--- config.mk ---
export PLATFORM = sky130hd
export DESIGN_NAME = qs_top
export DESIGN_NICKNAME = d
export VERILOG_FILES = /design/src/source/qs_sort_pkg.sv /design/src/source/qs_stack_pkg.sv /design/src/source/qs_engine.sv /design/src/source/qs_stack.sv /design/src/source/qs_top.sv /design/src/source/spsram.sv
export VERILOG_INCLUDE_DIRS = /design/src /design/src/source
export SDC_FILE = /design/constraint.sdc
export NUM_CORES = 1
export LEC_CHECK = 0
export CELL_PAD_IN_SITES_DETAIL_PLACEMENT = 0
export CELL_PAD_IN_SITES_GLOBAL_PLACEMENT = 1
export CORE_MARGIN = 4
export CORE_UTILIZATION = 50
export CTS_CLUSTER_DIAMETER = 80
export DETAILED_ROUTE_END_ITERATION = 10
export DONT_BUFFER_PORTS = 1
export GPL_ROUTABILITY_DRIVEN = 0
export PLACE_DENSITY_LB_ADDON = 0.1
export SETUP_SLACK_MARGIN = 0.2
export SYNTH_ARGS = -nofsm -noshare
export SYNTH_HDL_FRONTEND = slang
export SYNTH_SLANG_ARGS = --single-unit
--- constraint.sdc ---
create_clock -name clk -period 6.5 [get_ports clk]
set_clock_uncertainty 0.1 [all_clocks]
set_input_delay 0 -clock clk [delete_from_list [all_inputs] [get_ports clk]]
set_output_delay 0 -clock clk [all_outputs]
set_load 0.1 [all_outputs]
--- src/source/qs_cfg.svh ---
// Quicksort accelerator configuration
`ifndef QS_CFG_SVH
`define QS_CFG_SVH

// Number of keys sorted in one run
`define QS_KEYS 16

// Width of one unsigned key in bits
`define QS_KEY_W 16

// Depth of the range stack
// Ranges on the stack are disjoint and hold at least two keys each,
// so at most half of QS_KEYS ranges are ever stored at once
`define QS_STACK_N `QS_KEYS

`endif

--- src/source/qs_sort_pkg.sv ---
// Sort engine types
`include "qs_cfg.svh"

package qs_sort_pkg;

  // Index width follows the key count
  localparam int IDX_W = $clog2(`QS_KEYS);

  // One unsigned key
  typedef logic [`QS_KEY_W-1:0] key_t;

  // Position of a key in the key memory
  typedef logic [IDX_W-1:0] idx_t;

  // Engine FSM states
  typedef enum logic [2:0] {
    IDLE,
    POP,
    PIVOT,
    SCAN_RD,
    SCAN_SW,
    FINAL_SW,
    PUSH,
    DONE
  } eng_state_t;

endpackage

--- src/source/qs_stack_pkg.sv ---
// Range stack word types
`include "qs_cfg.svh"

package qs_stack_pkg;

  import qs_sort_pkg::*;

  // A pending index range, both ends inclusive
  typedef struct packed {
    idx_t lo;
    idx_t hi;
  } range_t;

  // One stack word
  // The stack and its SRAM only move the raw bits, while the engine
  // looks at the same bits as a range
  typedef union packed {
    logic [2*IDX_W-1:0] raw;
    range_t             rng;
  } stack_word_u;

  // Width of a stack word
  localparam int STACK_W = $bits(stack_word_u);

endpackage

--- src/source/qs_engine.sv ---
// Quicksort control FSM
`include "qs_cfg.svh"

module qs_engine
  import qs_sort_pkg::*;
  import qs_stack_pkg::*;
(
  input  logic               clk,
  input  logic               rst,
  input  logic               start,
  output logic               busy,
  output logic               done,
  output logic               k_en,
  output logic               k_wen,
  output idx_t               k_addr,
  output key_t               k_din,
  input  key_t               k_dout,
  output logic               cmd_vld,
  output logic               cmd_push,
  output logic [STACK_W-1:0] cmd_push_dat,
  output logic               cmd_clr,
  input  logic [STACK_W-1:0] cmd_pop_dat_r,
  input  logic               empty_r,
  input  logic               full_r
);

  eng_state_t  state_r;

  // Current range and partition cursors
  idx_t        lo_r;
  idx_t        hi_r;
  idx_t        i_r;
  idx_t        j_r;
  key_t        pivot_r;

  // Key held across the two halves of a swap
  key_t        jkey_r;
  key_t        ikey_r;
  logic        ph_r;

  // Side ranges waiting to be pushed
  range_t      push_a_r;
  range_t      push_b_r;
  logic        push_a_vld_r;
  logic        push_b_vld_r;

  stack_word_u top_word;
  stack_word_u push_word;
  logic        le_pivot;
  logic        last_j;
  logic        accept;

  // Popped top decoded as a range
  assign top_word.raw = cmd_pop_dat_r;

  assign push_word.rng = push_a_vld_r ? push_a_r : push_b_r;
  assign cmd_push_dat  = push_word.raw;

  assign le_pivot = (k_dout <= pivot_r);
  assign last_j   = (j_r == hi_r - 1'b1);
  assign accept   = ((state_r == IDLE) || (state_r == DONE)) && start;

  // Stack commands
  always_comb begin
    cmd_vld  = 1'b0;
    cmd_push = 1'b0;
    cmd_clr  = 1'b0;
    case (state_r)
      IDLE, DONE: begin
        cmd_vld = accept;
        cmd_clr = accept;
      end
      POP: begin
        cmd_vld = ~empty_r;
      end
      PUSH: begin
        // Depth covers the worst case, so full_r only acts as a guard
        cmd_vld  = (push_a_vld_r | push_b_vld_r) & ~full_r;
        cmd_push = 1'b1;
      end
      default: begin
        cmd_vld = 1'b0;
      end
    endcase
  end

  // Key memory access
  always_comb begin
    k_en   = 1'b0;
    k_wen  = 1'b0;
    k_addr = j_r;
    k_din  = jkey_r;
    case (state_r)
      PIVOT: begin
        k_en   = 1'b1;
        k_addr = hi_r;
      end
      SCAN_RD: begin
        k_en   = 1'b1;
        k_addr = j_r;
      end
      SCAN_SW: begin
        // First half reads the old key at i while writing the small key
        k_en   = 1'b1;
        k_wen  = 1'b1;
        k_addr = ph_r ? j_r : i_r;
        k_din  = ph_r ? ikey_r : jkey_r;
      end
      FINAL_SW: begin
        // Pivot goes to i, and the key it displaces goes to hi
        k_en   = 1'b1;
        k_wen  = 1'b1;
        k_addr = ph_r ? hi_r : i_r;
        k_din  = ph_r ? ikey_r : pivot_r;
      end
      default: begin
        k_en = 1'b0;
      end
    endcase
  end

  // Datapath registers carry no reset
  always_ff @(posedge clk) begin
    case (state_r)
      IDLE, DONE: begin
        push_a_r <= '{lo: '0, hi: idx_t'(`QS_KEYS - 1)};
      end
      POP: begin
        lo_r <= top_word.rng.lo;
        hi_r <= top_word.rng.hi;
      end
      PIVOT: begin
        pivot_r <= k_dout;
        i_r     <= lo_r;
        j_r     <= lo_r;
      end
      SCAN_RD: begin
        jkey_r <= k_dout;
        if (le_pivot && (i_r == j_r)) begin
          // Key already sits at i, so nothing moves
          i_r <= i_r + 1'b1;
          j_r <= j_r + 1'b1;
        end else if (!le_pivot) begin
          j_r <= j_r + 1'b1;
        end
      end
      SCAN_SW: begin
        if (!ph_r) begin
          ikey_r <= k_dout;
        end else begin
          i_r <= i_r + 1'b1;
          j_r <= j_r + 1'b1;
        end
      end
      FINAL_SW: begin
        if (!ph_r) begin
          ikey_r <= k_dout;
        end else begin
          push_a_r <= '{lo: lo_r, hi: i_r - 1'b1};
          push_b_r <= '{lo: i_r + 1'b1, hi: hi_r};
        end
      end
      default: begin
        jkey_r <= jkey_r;
      end
    endcase
  end

  // Control state
  always_ff @(posedge clk) begin
    if (rst) begin
      state_r      <= IDLE;
      busy         <= 1'b0;
      done         <= 1'b0;
      ph_r         <= 1'b0;
      push_a_vld_r <= 1'b0;
      push_b_vld_r <= 1'b0;
    end else begin
      done <= 1'b0;
      case (state_r)
        IDLE, DONE: begin
          // Start clears the stack and queues the whole key range
          if (start) begin
            busy         <= 1'b1;
            push_a_vld_r <= 1'b1;
            push_b_vld_r <= 1'b0;
            state_r      <= PUSH;
          end else begin
            state_r <= IDLE;
          end
        end
        POP: begin
          if (empty_r) begin
            busy    <= 1'b0;
            done    <= 1'b1;
            state_r <= DONE;
          end else begin
            state_r <= PIVOT;
          end
        end
        PIVOT: begin
          state_r <= SCAN_RD;
        end
        SCAN_RD: begin
          ph_r <= 1'b0;
          if (le_pivot && (i_r != j_r)) begin
            state_r <= SCAN_SW;
          end else if (last_j) begin
            state_r <= FINAL_SW;
          end
        end
        SCAN_SW: begin
          ph_r <= ~ph_r;
          if (ph_r) begin
            state_r <= last_j ? FINAL_SW : SCAN_RD;
          end
        end
        FINAL_SW: begin
          ph_r <= ~ph_r;
          if (ph_r) begin
            // Only sides with two or more keys need more work
            push_a_vld_r <= ({1'b0, i_r} > {1'b0, lo_r} + 1'b1);
            push_b_vld_r <= ({1'b0, hi_r} > {1'b0, i_r} + 1'b1);
            state_r      <= PUSH;
          end
        end
        PUSH: begin
          if (!full_r) begin
            if (push_a_vld_r) begin
              push_a_vld_r <= 1'b0;
              state_r      <= push_b_vld_r ? PUSH : POP;
            end else begin
              push_b_vld_r <= 1'b0;
              state_r      <= POP;
            end
          end
        end
        default: begin
          state_r <= IDLE;
        end
      endcase
    end
  end

endmodule

--- src/source/qs_stack.sv ---
// LIFO with registered top entry and SRAM spill
`include "qs_cfg.svh"

module qs_stack
  import qs_stack_pkg::*;
#(
  parameter int N = `QS_STACK_N,
  parameter int W = STACK_W
) (
  input  logic         clk,
  input  logic         rst,
  input  logic         cmd_vld,
  input  logic         cmd_push,
  input  logic [W-1:0] cmd_push_dat,
  input  logic         cmd_clr,
  output logic [W-1:0] cmd_pop_dat_r,
  output logic         empty_r,
  output logic         full_r
);

  localparam int AW = $clog2(N);

  // Top entry lives in cmd_pop_dat_r, the rest in the SRAM
  logic          top_vld_r;
  logic          top_vld_w;
  logic          top_en;
  logic [W-1:0]  top_w;

  // Write pointer counts the words held in the SRAM
  // Read pointer is the slot of the newest of them
  logic [AW-1:0] wr_ptr_r;
  logic [AW-1:0] wr_ptr_w;
  logic [AW-1:0] rd_ptr;
  logic          mem_empty;

  // SRAM port
  logic          sram_en;
  logic          sram_wen;
  logic [AW-1:0] sram_addr;
  logic [W-1:0]  sram_dout;

  assign rd_ptr    = wr_ptr_r - 1'b1;
  assign mem_empty = (wr_ptr_r == '0);

  always_comb begin
    top_vld_w = top_vld_r;
    top_en    = 1'b0;
    top_w     = cmd_push_dat;
    wr_ptr_w  = wr_ptr_r;

    if (cmd_vld) begin
      if (cmd_clr) begin
        // Clear drops everything, the SRAM content is simply forgotten
        top_vld_w = 1'b0;
        wr_ptr_w  = '0;
      end else if (cmd_push) begin
        // A valid top entry spills into the SRAM first
        top_vld_w = 1'b1;
        top_en    = 1'b1;
        if (top_vld_r) begin
          wr_ptr_w = wr_ptr_r + 1'b1;
        end
      end else if (!mem_empty) begin
        // Pop refills the top from the newest SRAM word
        top_en   = 1'b1;
        top_w    = sram_dout;
        wr_ptr_w = rd_ptr;
      end else begin
        top_vld_w = 1'b0;
      end
    end
  end

  // The SRAM is touched only when a word really moves
  assign sram_en   = cmd_vld & ~cmd_clr & (cmd_push ? top_vld_r : ~mem_empty);
  assign sram_wen  = cmd_push;
  assign sram_addr = cmd_push ? wr_ptr_r : rd_ptr;

  // Top entry payload has no reset
  always_ff @(posedge clk) begin
    if (top_en) begin
      cmd_pop_dat_r <= top_w;
    end
  end

  always_ff @(posedge clk) begin
    if (rst) begin
      top_vld_r <= 1'b0;
      wr_ptr_r  <= '0;
      empty_r   <= 1'b1;
      full_r    <= 1'b0;
    end else begin
      top_vld_r <= top_vld_w;
      wr_ptr_r  <= wr_ptr_w;
      // Flags follow the next state so they change on the command edge
      empty_r   <= ~top_vld_w;
      full_r    <= top_vld_w & (wr_ptr_w == AW'(N - 1));
    end
  end

  spsram #(
    .W (W),
    .N (N)
  ) u_sram (
    .clk  (clk),
    .en   (sram_en),
    .wen  (sram_wen),
    .addr (sram_addr),
    .din  (cmd_pop_dat_r),
    .dout (sram_dout)
  );

endmodule

--- src/source/qs_top.sv ---
// Quicksort accelerator top level
`include "qs_cfg.svh"

module qs_top
  import qs_sort_pkg::*;
  import qs_stack_pkg::*;
(
  input  logic clk,
  input  logic rst,
  input  logic wr_en,
  input  idx_t wr_addr,
  input  key_t wr_dat,
  input  logic start,
  output logic busy,
  output logic done,
  input  idx_t rd_addr,
  output key_t rd_dat
);

  // Engine side of the key memory
  logic k_en;
  logic k_wen;
  idx_t k_addr;
  key_t k_din;

  // Key memory port after the mux
  logic m_en;
  logic m_wen;
  idx_t m_addr;
  key_t m_din;
  key_t m_dout;

  // Engine to stack
  logic               cmd_vld;
  logic               cmd_push;
  logic [STACK_W-1:0] cmd_push_dat;
  logic               cmd_clr;
  logic [STACK_W-1:0] cmd_pop_dat_r;
  logic               empty_r;
  logic               full_r;

  // The engine owns the key memory while busy, the host otherwise
  assign m_en   = busy ? k_en : wr_en;
  assign m_wen  = busy ? k_wen : wr_en;
  assign m_addr = busy ? k_addr : (wr_en ? wr_addr : rd_addr);
  assign m_din  = busy ? k_din : wr_dat;
  assign rd_dat = m_dout;

  qs_engine u_engine (
    .clk           (clk),
    .rst           (rst),
    .start         (start),
    .busy          (busy),
    .done          (done),
    .k_en          (k_en),
    .k_wen         (k_wen),
    .k_addr        (k_addr),
    .k_din         (k_din),
    .k_dout        (m_dout),
    .cmd_vld       (cmd_vld),
    .cmd_push      (cmd_push),
    .cmd_push_dat  (cmd_push_dat),
    .cmd_clr       (cmd_clr),
    .cmd_pop_dat_r (cmd_pop_dat_r),
    .empty_r       (empty_r),
    .full_r        (full_r)
  );

  qs_stack #(
    .N (`QS_STACK_N),
    .W (STACK_W)
  ) u_stack (
    .clk           (clk),
    .rst           (rst),
    .cmd_vld       (cmd_vld),
    .cmd_push      (cmd_push),
    .cmd_push_dat  (cmd_push_dat),
    .cmd_clr       (cmd_clr),
    .cmd_pop_dat_r (cmd_pop_dat_r),
    .empty_r       (empty_r),
    .full_r        (full_r)
  );

  spsram #(
    .W (`QS_KEY_W),
    .N (`QS_KEYS)
  ) u_keys (
    .clk  (clk),
    .en   (m_en),
    .wen  (m_wen),
    .addr (m_addr),
    .din  (m_din),
    .dout (m_dout)
  );

endmodule

--- src/source/spsram.sv ---
// Single-port SRAM

module spsram #(
  parameter int W = 32,
  parameter int N = 16
) (
  input  logic                 clk,
  input  logic                 en,
  input  logic                 wen,
  input  logic [$clog2(N)-1:0] addr,
  input  logic [W-1:0]         din,
  output logic [W-1:0]         dout
);

  // Storage array
  logic [W-1:0] mem [N];

  // Write lands at the clock edge when both enables are set
  always_ff @(posedge clk) begin
    if (en && wen) begin
      mem[addr] <= din;
    end
  end

  // Read data follows the address in the same cycle
  // During a write cycle this still shows the old word, so a caller
  // can read and replace one location in a single cycle
  assign dout = mem[addr];

endmodule

### After elaboration in Yosys (flattened, before gate mapping)

Memory sizes are Yosys's and may differ from the RTL's.
Index checks and enable logic that the tools add are counted.

| cells by class | value |
|---|---|
| add/subtract/negate cells | 8 |
| $lt $le $gt $ge | 3 |
| equal/unequal tests | 20 |
| multiplexer cells | 73 |
| bitwise logic cells | 12 |
| reduce and logical (&&, ||, !) cells | 26 |

Operators by type and width:

| kind | count |
|---|---|
| $mux W4 | 15 |
| $mux W16 | 3 |
| $mux W8 | 6 |
| $pmux W4 S3 | 3 |
| $pmux W16 S2 | 1 |
| $mux W3 | 10 |
| $mux W1 | 28 |
| $pmux W3 S7 | 1 |
| $le A16 B16 Y1 | 1 |
| $pmux W8 S2 | 1 |
| $add A4 B1 Y4 const B | 3 |
| $eq A3 B3 Y1 const B | 4 |
| $sub A4 B1 Y4 const B | 3 |
| $add A4 B1 Y5 const B | 2 |
| $gt A4 B5 Y1 | 2 |
| $pmux W1 S3 | 3 |
| $reduce_and A3 Y1 | 3 |
| $eq A4 B4 Y1 | 2 |
| $ne A2 B1 Y1 const B | 4 |
| $reduce_and A4 Y1 | 2 |
| $not A1 Y1 | 7 |
| $eq A3 B2 Y1 const B | 2 |
| $ne A2 B2 Y1 const B | 3 |
| $reduce_and A2 Y1 | 3 |
| 17 further kinds | 30 |

| word-level totals | value |
|---|---|
| flip-flop bits (word level) | 103 |
| RAM bits | 384 |
| input bits | 28 |
| output and inout port bits | 18 |
| memories kept | 2 |

Memories:

| memory | words | width | rd ports | clocked after Yosys merged registers in | wr ports | line | source |
|---|---|---|---|---|---|---|---|
| u_keys.mem | 16 | 16 | 1 | 0 | 1 | spsram.sv:16 | `logic [W-1:0] mem [N];` |
| u_stack.u_sram.mem | 16 | 8 | 1 | 0 | 1 | spsram.sv:16 |  |

### Logic depth before layout (Yosys ltp)

| depth | value |
|---|---|
| depth after elaboration | 10 |
| gate-level depth with buffers | 20 |
| mapped depth without buffers | 16 |

### By module

A second synthesis with hierarchy kept.

| unflattened totals | value |
|---|---|
| cell total of the unflattened synthesis | 1188 |
| area, all modules | 20606.0 µm² |

By module, submodules not included:

| module | instances | cells an instance | area each (µm²) | seq. area each (µm²) |
|---|---|---|---|---|
| spsram (u_keys) | 1 | 421 | 9766.9 | 7687.4 |
| spsram (u_stack.u_sram) | 1 | 225 | 4991.0 | 3843.7 |
| qs_engine | 1 | 427 | 4659.5 | 2562.5 |
| qs_stack | 1 | 78 | 837.1 | 380.4 |
| qs_top | 1 | 37 | 351.6 | 0.0 |

### Worst setup path after synthesis

Ideal clock, no wire load.

| timing path | value |
|---|---|
| path type | register -> register |
| start point | register u_engine.state_r[1] |
| end point | register u_engine.j_r[0] (enable) |
| arrival | 5313 ps |
| path slack | 800 ps |
| cell stages (with the launch flop) | 18 |
| path buffers | 3 |
| clock period less this slack | 5700 ps |
| cells stage by stage | dfxtp_1 buf_6 nand2b_1 buf_2 nor2_1 a21oi_1 a32oi_1 buf_1 mux2i_1 o22ai_1 or4_1 ha_1 nor2b_1 o211ai_1 a21oi_1 a211o_1 a311oi_1 o22ai_1 |

| between the ends | value |
|---|---|
| cells in the longest elaborated chain, start to end | 8 |
| elaborated cells between the ends (all ways) | 13 |
| those cells by class | order compare (1); eq/ne (6); mux (2); reduce/logical (3); memory (1) |

RTL lines:

| what | line | source |
|---|---|---|
| from (decl) | qs_engine.sv:27 | `eng_state_t state_r;` |
| from (signal assigned) | qs_engine.sv:215 | `state_r <= last_j ? FINAL_SW : SCAN_RD;` |
| from (signal assigned) | qs_engine.sv:231 | `state_r <= push_b_vld_r ? PUSH : POP;` |
| $eq A3 B3 Y1 or $eq A3 B2 Y1 (tied branches) | qs_engine.sv:93 | `case (state_r)` |
| $pmux W4 S3 * | qs_engine.sv:93 |  |
| $mux W4 * | qs_top.sv:45 | `assign m_addr = busy ? k_addr : (wr_en ? wr_addr : rd_addr);` |
| $mem_v2 Z16 W16 * | n/a |  |
| net rd_dat[1] | qs_top.sv:17 | `output key_t rd_dat` |
| $le A16 B16 Y1 * | qs_engine.sv:59 | `assign le_pivot = (k_dout <= pivot_r);` |
| $logic_and A1 B1 Y1 | qs_engine.sv:139 | `if (le_pivot && (i_r == j_r)) begin` |
| $ne A3 B3 Y1 (no line) * | n/a |  |
| $reduce_and A3 Y1 (no line) * | n/a |  |
| to (signal assigned) | qs_engine.sv:135 | `j_r <= lo_r;` |
| to (signal assigned) | qs_engine.sv:142 | `j_r <= j_r + 1'b1;` |
| to (signal assigned) | qs_engine.sv:144 | `j_r <= j_r + 1'b1;` |
| to (decl) | qs_engine.sv:33 | `idx_t j_r;` |

Mark *: on every way through the listed nets, which the timed path passes. The rest lies on a longest branch.
A chain may end at the register's enable or synchronous reset.

### Final worst setup path

| timing path | value |
|---|---|
| start point | register u_engine.state_r[1] |
| end point | register u_engine.j_r[3] (enable) |

| between the ends | value |
|---|---|
| cells in the longest elaborated chain, start to end | 8 |
| elaborated cells between the ends (all ways) | 13 |
| those cells by class | order compare (1); eq/ne (6); mux (2); reduce/logical (3); memory (1) |

RTL lines:

| what | line |
|---|---|
| $eq A3 B3 Y1, or another cell as far along | qs_engine.sv:93 |
| $pmux W4 S3 | qs_engine.sv:93 |
| $mux W4 | qs_top.sv:45 |
| $mem_v2 Z16 W16 | n/a |
| $le A16 B16 Y1 | qs_engine.sv:59 |
| $logic_and A1 B1 Y1 | qs_engine.sv:139 |
| $ne A3 B3 Y1 (no line) | n/a |
| $reduce_and A3 Y1 (no line) * | n/a |

Mark *: on every way between the ends. The rest lies on a longest branch, timed or not.

==> metrics <==
Inst Count DP 1966; Routed WL 53630 um; CTS tree yes; Mapped Area 21480 um2; CTS H-tree depth 2; Inserted Clock Buffers 50; Cell Pwr Density 432.0 nW/um2; number of global-route vias before repair 12610; syn nets ~1500; Setup WS pre-CTS 811.0 ps; nets 1557; antenna violations before repair 0; static leakage 8.254 nW; total power draw between 0.01 and 0.015 W; fraction of layout cells with a size suffix above 1 a little over an eighth; first-pass GRT wire length 79270 um; Port-buffer cells 0; FMAX 173.2 MHz; DRC Markers 0; Post-synth EDFFs 472; HP Class input port to flip-flop; status finished clean; width of the die 215.3 um; VDD IR-drop max 0.2695 mV; Clock power frac 25.8%; Worst Setup SP u_engine.state_r[1]; syn_area_per_cell 14.95 um2; Setup CP Type flip-flop to flip-flop; Final TNS setup 0 ps; final antenna-violating net count 0; met3 usage 3.799%; ys async rst share 0%; grt total ovfl 0; cell chosen for the clock root clkbuf_16; Least-Margin Pin Slew 1337 ps; CTS Sinks between 400 and 500; FF+latch count, synth 487; Logic pwr share 33.4%; met2 GRT Util 39.62%; Worst EP arrival just under 6000 ps; unrepaired setup endpoints after global routing no; Post-Syn Instances roughly 1400; final period utilization 88.84%; Initial DRT Pass Iterations 8; Flop pwr share 40.7%; latest clock arrival within the worst-skew pair 600 ps; Hold Path Origin wr_dat[15]; endpoints failing setup 0; sw frac 36.48%; largest fanout on the critical path 35; Psw 0.003802 W; Final min period 5775 ps; grt met1 use ~29%; Tot GR Track Use 22.61%; Initial Util 50.87%; Clock transition at path regs 60 ps; Most used DFF post-synth edfxtp_1; most used routing layer met2; Relative slew margins 10.45%; post-CTS sizing 0; internal power 0.006619 W; reg2reg start u_engine.state_r[1]; area of the core 42230 um2; largest net degree at the start of global routing 54; Avg Vias per Cell 6.102; Die Span Y ~220 um; Worst Path Required 6680 ps; nature of the critical path endpoint flip-flop; final worst setup slack slightly above 700 ps; crit start category flip-flop; count of cell types in the netlist 65; sequential area share after synthesis between 60% and 70%; Die Footprint 46340 um2; Final Non-Filler Cells 2074; Area growth syn-to-layout 12.29%; final hold violation count 0; Inserted Diodes 0; Detailed Route Iter0 Violations 1028; Rows 75; max-slew violations 0; wire per inst between 20 and 30 um; Ports 46; vias 12660; yosys warns 0; clk buf depth 3; number of max-cap violations 0; Util after Layout a little under three fifths; Detailed Place HPWL 33240 um
-- path summary, 6_finish.rpt --
kind / end / slack, ps / depth (start not counted)
setup / recovery: u_engine.j_r[3] / 730 / 16
hold / removal: u_keys.mem[5][15] / 120 / 2
setup reg to reg: u_engine.j_r[3] / 730 / 16
hold reg to reg: u_engine.done / 430 / 2
-- state kept, by name (all words and copies together), names as in the netlist, 8 cells and up --
register,flops
u_keys.mem,256
u_stack.u_sram.mem,128
u_engine.ikey_r,16
u_engine.jkey_r,16
u_engine.pivot_r,16
u_engine.push_a_r,8
u_engine.push_b_r,8
u_stack.cmd_pop_dat_r,8
-- through the flow --
stage / hold WS (ps) / area (um2)
3_5_place_dp: -27.22 / 22400
3_3_place_gp: -27.63 / 22400
4_1_cts: 119.3 / 24110
2_1_floorplan: -28.39 / 21480
5_1_grt: 155.3 / 24120
6_report: 117.4 / 24120
-- synthesized netlist by cell type (22+ instances only) --
master / count / share of area (%)
a22oi_1: 43 / 1.5
nand3_1: 39 / 0.91
clkbuf_1: 43 / 0.75
mux2i_1: 232 / 11
buf_2: 30 / 0.70
nor2_1: 79 / 1.4
o22ai_1: 71 / 2.1
ha_1: 31 / 1.8
nand2_1: 60 / 1.0
mux4_2: 22 / 2.3
a21oi_1: 29 / 0.68
edfxtp_1: 472 / 66
inv_1: 30 / 0.52
-- power by group through the flow --
stage	clock network, W	registers [W]	logic (W)
after floorplan	0	0.00422	0.00252
after global placement	0	0.00430	0.00345
after detailed placement	0	0.00431	0.00347
after CTS	0.00275	0.00424	0.00349
after global routing	0.00290	0.00428	0.00372
final	0.00269	0.00424	0.00349
-- kinds of logic after synthesis --
logic type      synth area share (%)
compound gates                 7.467
xor+xnor                      0.8155
fa+ha+maj                      1.806
buf+inv                        2.726
flops                          67.38
mux                            13.12
simple gates                   6.687
-- timing repair --
action / CTS / global route
hold buffers: 17 / 0
buffers inserted: 0 / 0
setup endpoints to repair: 0 / 0
endpoints found under the hold margin: 255 / 0
-- layout by cell type, fill, tap and decap left out, drive strengths merged, types with 5 or more instances in the layout --
cell	count
a21oi	29
a222oi	7
a22oi	43
a31oi	20
and2	8
and3	12
buf	82
clkbuf	60
clkinv	25
dfxtp	15
dlygate4sd3	17
edfxtp	472
ha	31
inv	34
mux2i	232
mux4	22
nand2	60
nand2b	7
nand3	39
nand4	9
nor2	79
nor2b	17
nor3	6
nor3b	5
nor4	12
o21a	6
o21ai	22
o22a	5
o22ai	71
or3	7
or4	15
xnor2	9
xor2	11
-- metal layers --
layer | share of wire, % | wire [um] | vias to the layer above
met3 | 4.9 | 2634 | 83
met4 | 2.7 | 1424 | 0
met1 | 41 | 22210 | 6460
met2 | 51 | 27360 | 339
li1 | - | - | 5774
met5 | 0 | 0 | -
-- cell type report --
type	instances	area [um2]
Clock inverter	29	221.5
Clock buffer	60	1310
Sequential cell	487	14480
Inverter	34	127.6
Timing Repair Buffer	99	823.3
Fill cell	3364	18110
Multi-Input combinational cell	826	6487
Tap cell	539	674.4
-- worst max-delay path: stages (launching register included) --
cell and delay, ps:
dfxtp_1 500, or3b_4 450, inv_2 100, a2bb2oi_1 90
a32oi_4 710, buf_12 340, mux2i_1 240, o22ai_1 110
or4_1 560, buf_4 260, ha_1 340, nand4_1 120
nor2_1 400, nand2_1 170, o31a_1 160, a311oi_1 500
o22ai_1 280
(Power assumes the default switching activity.)
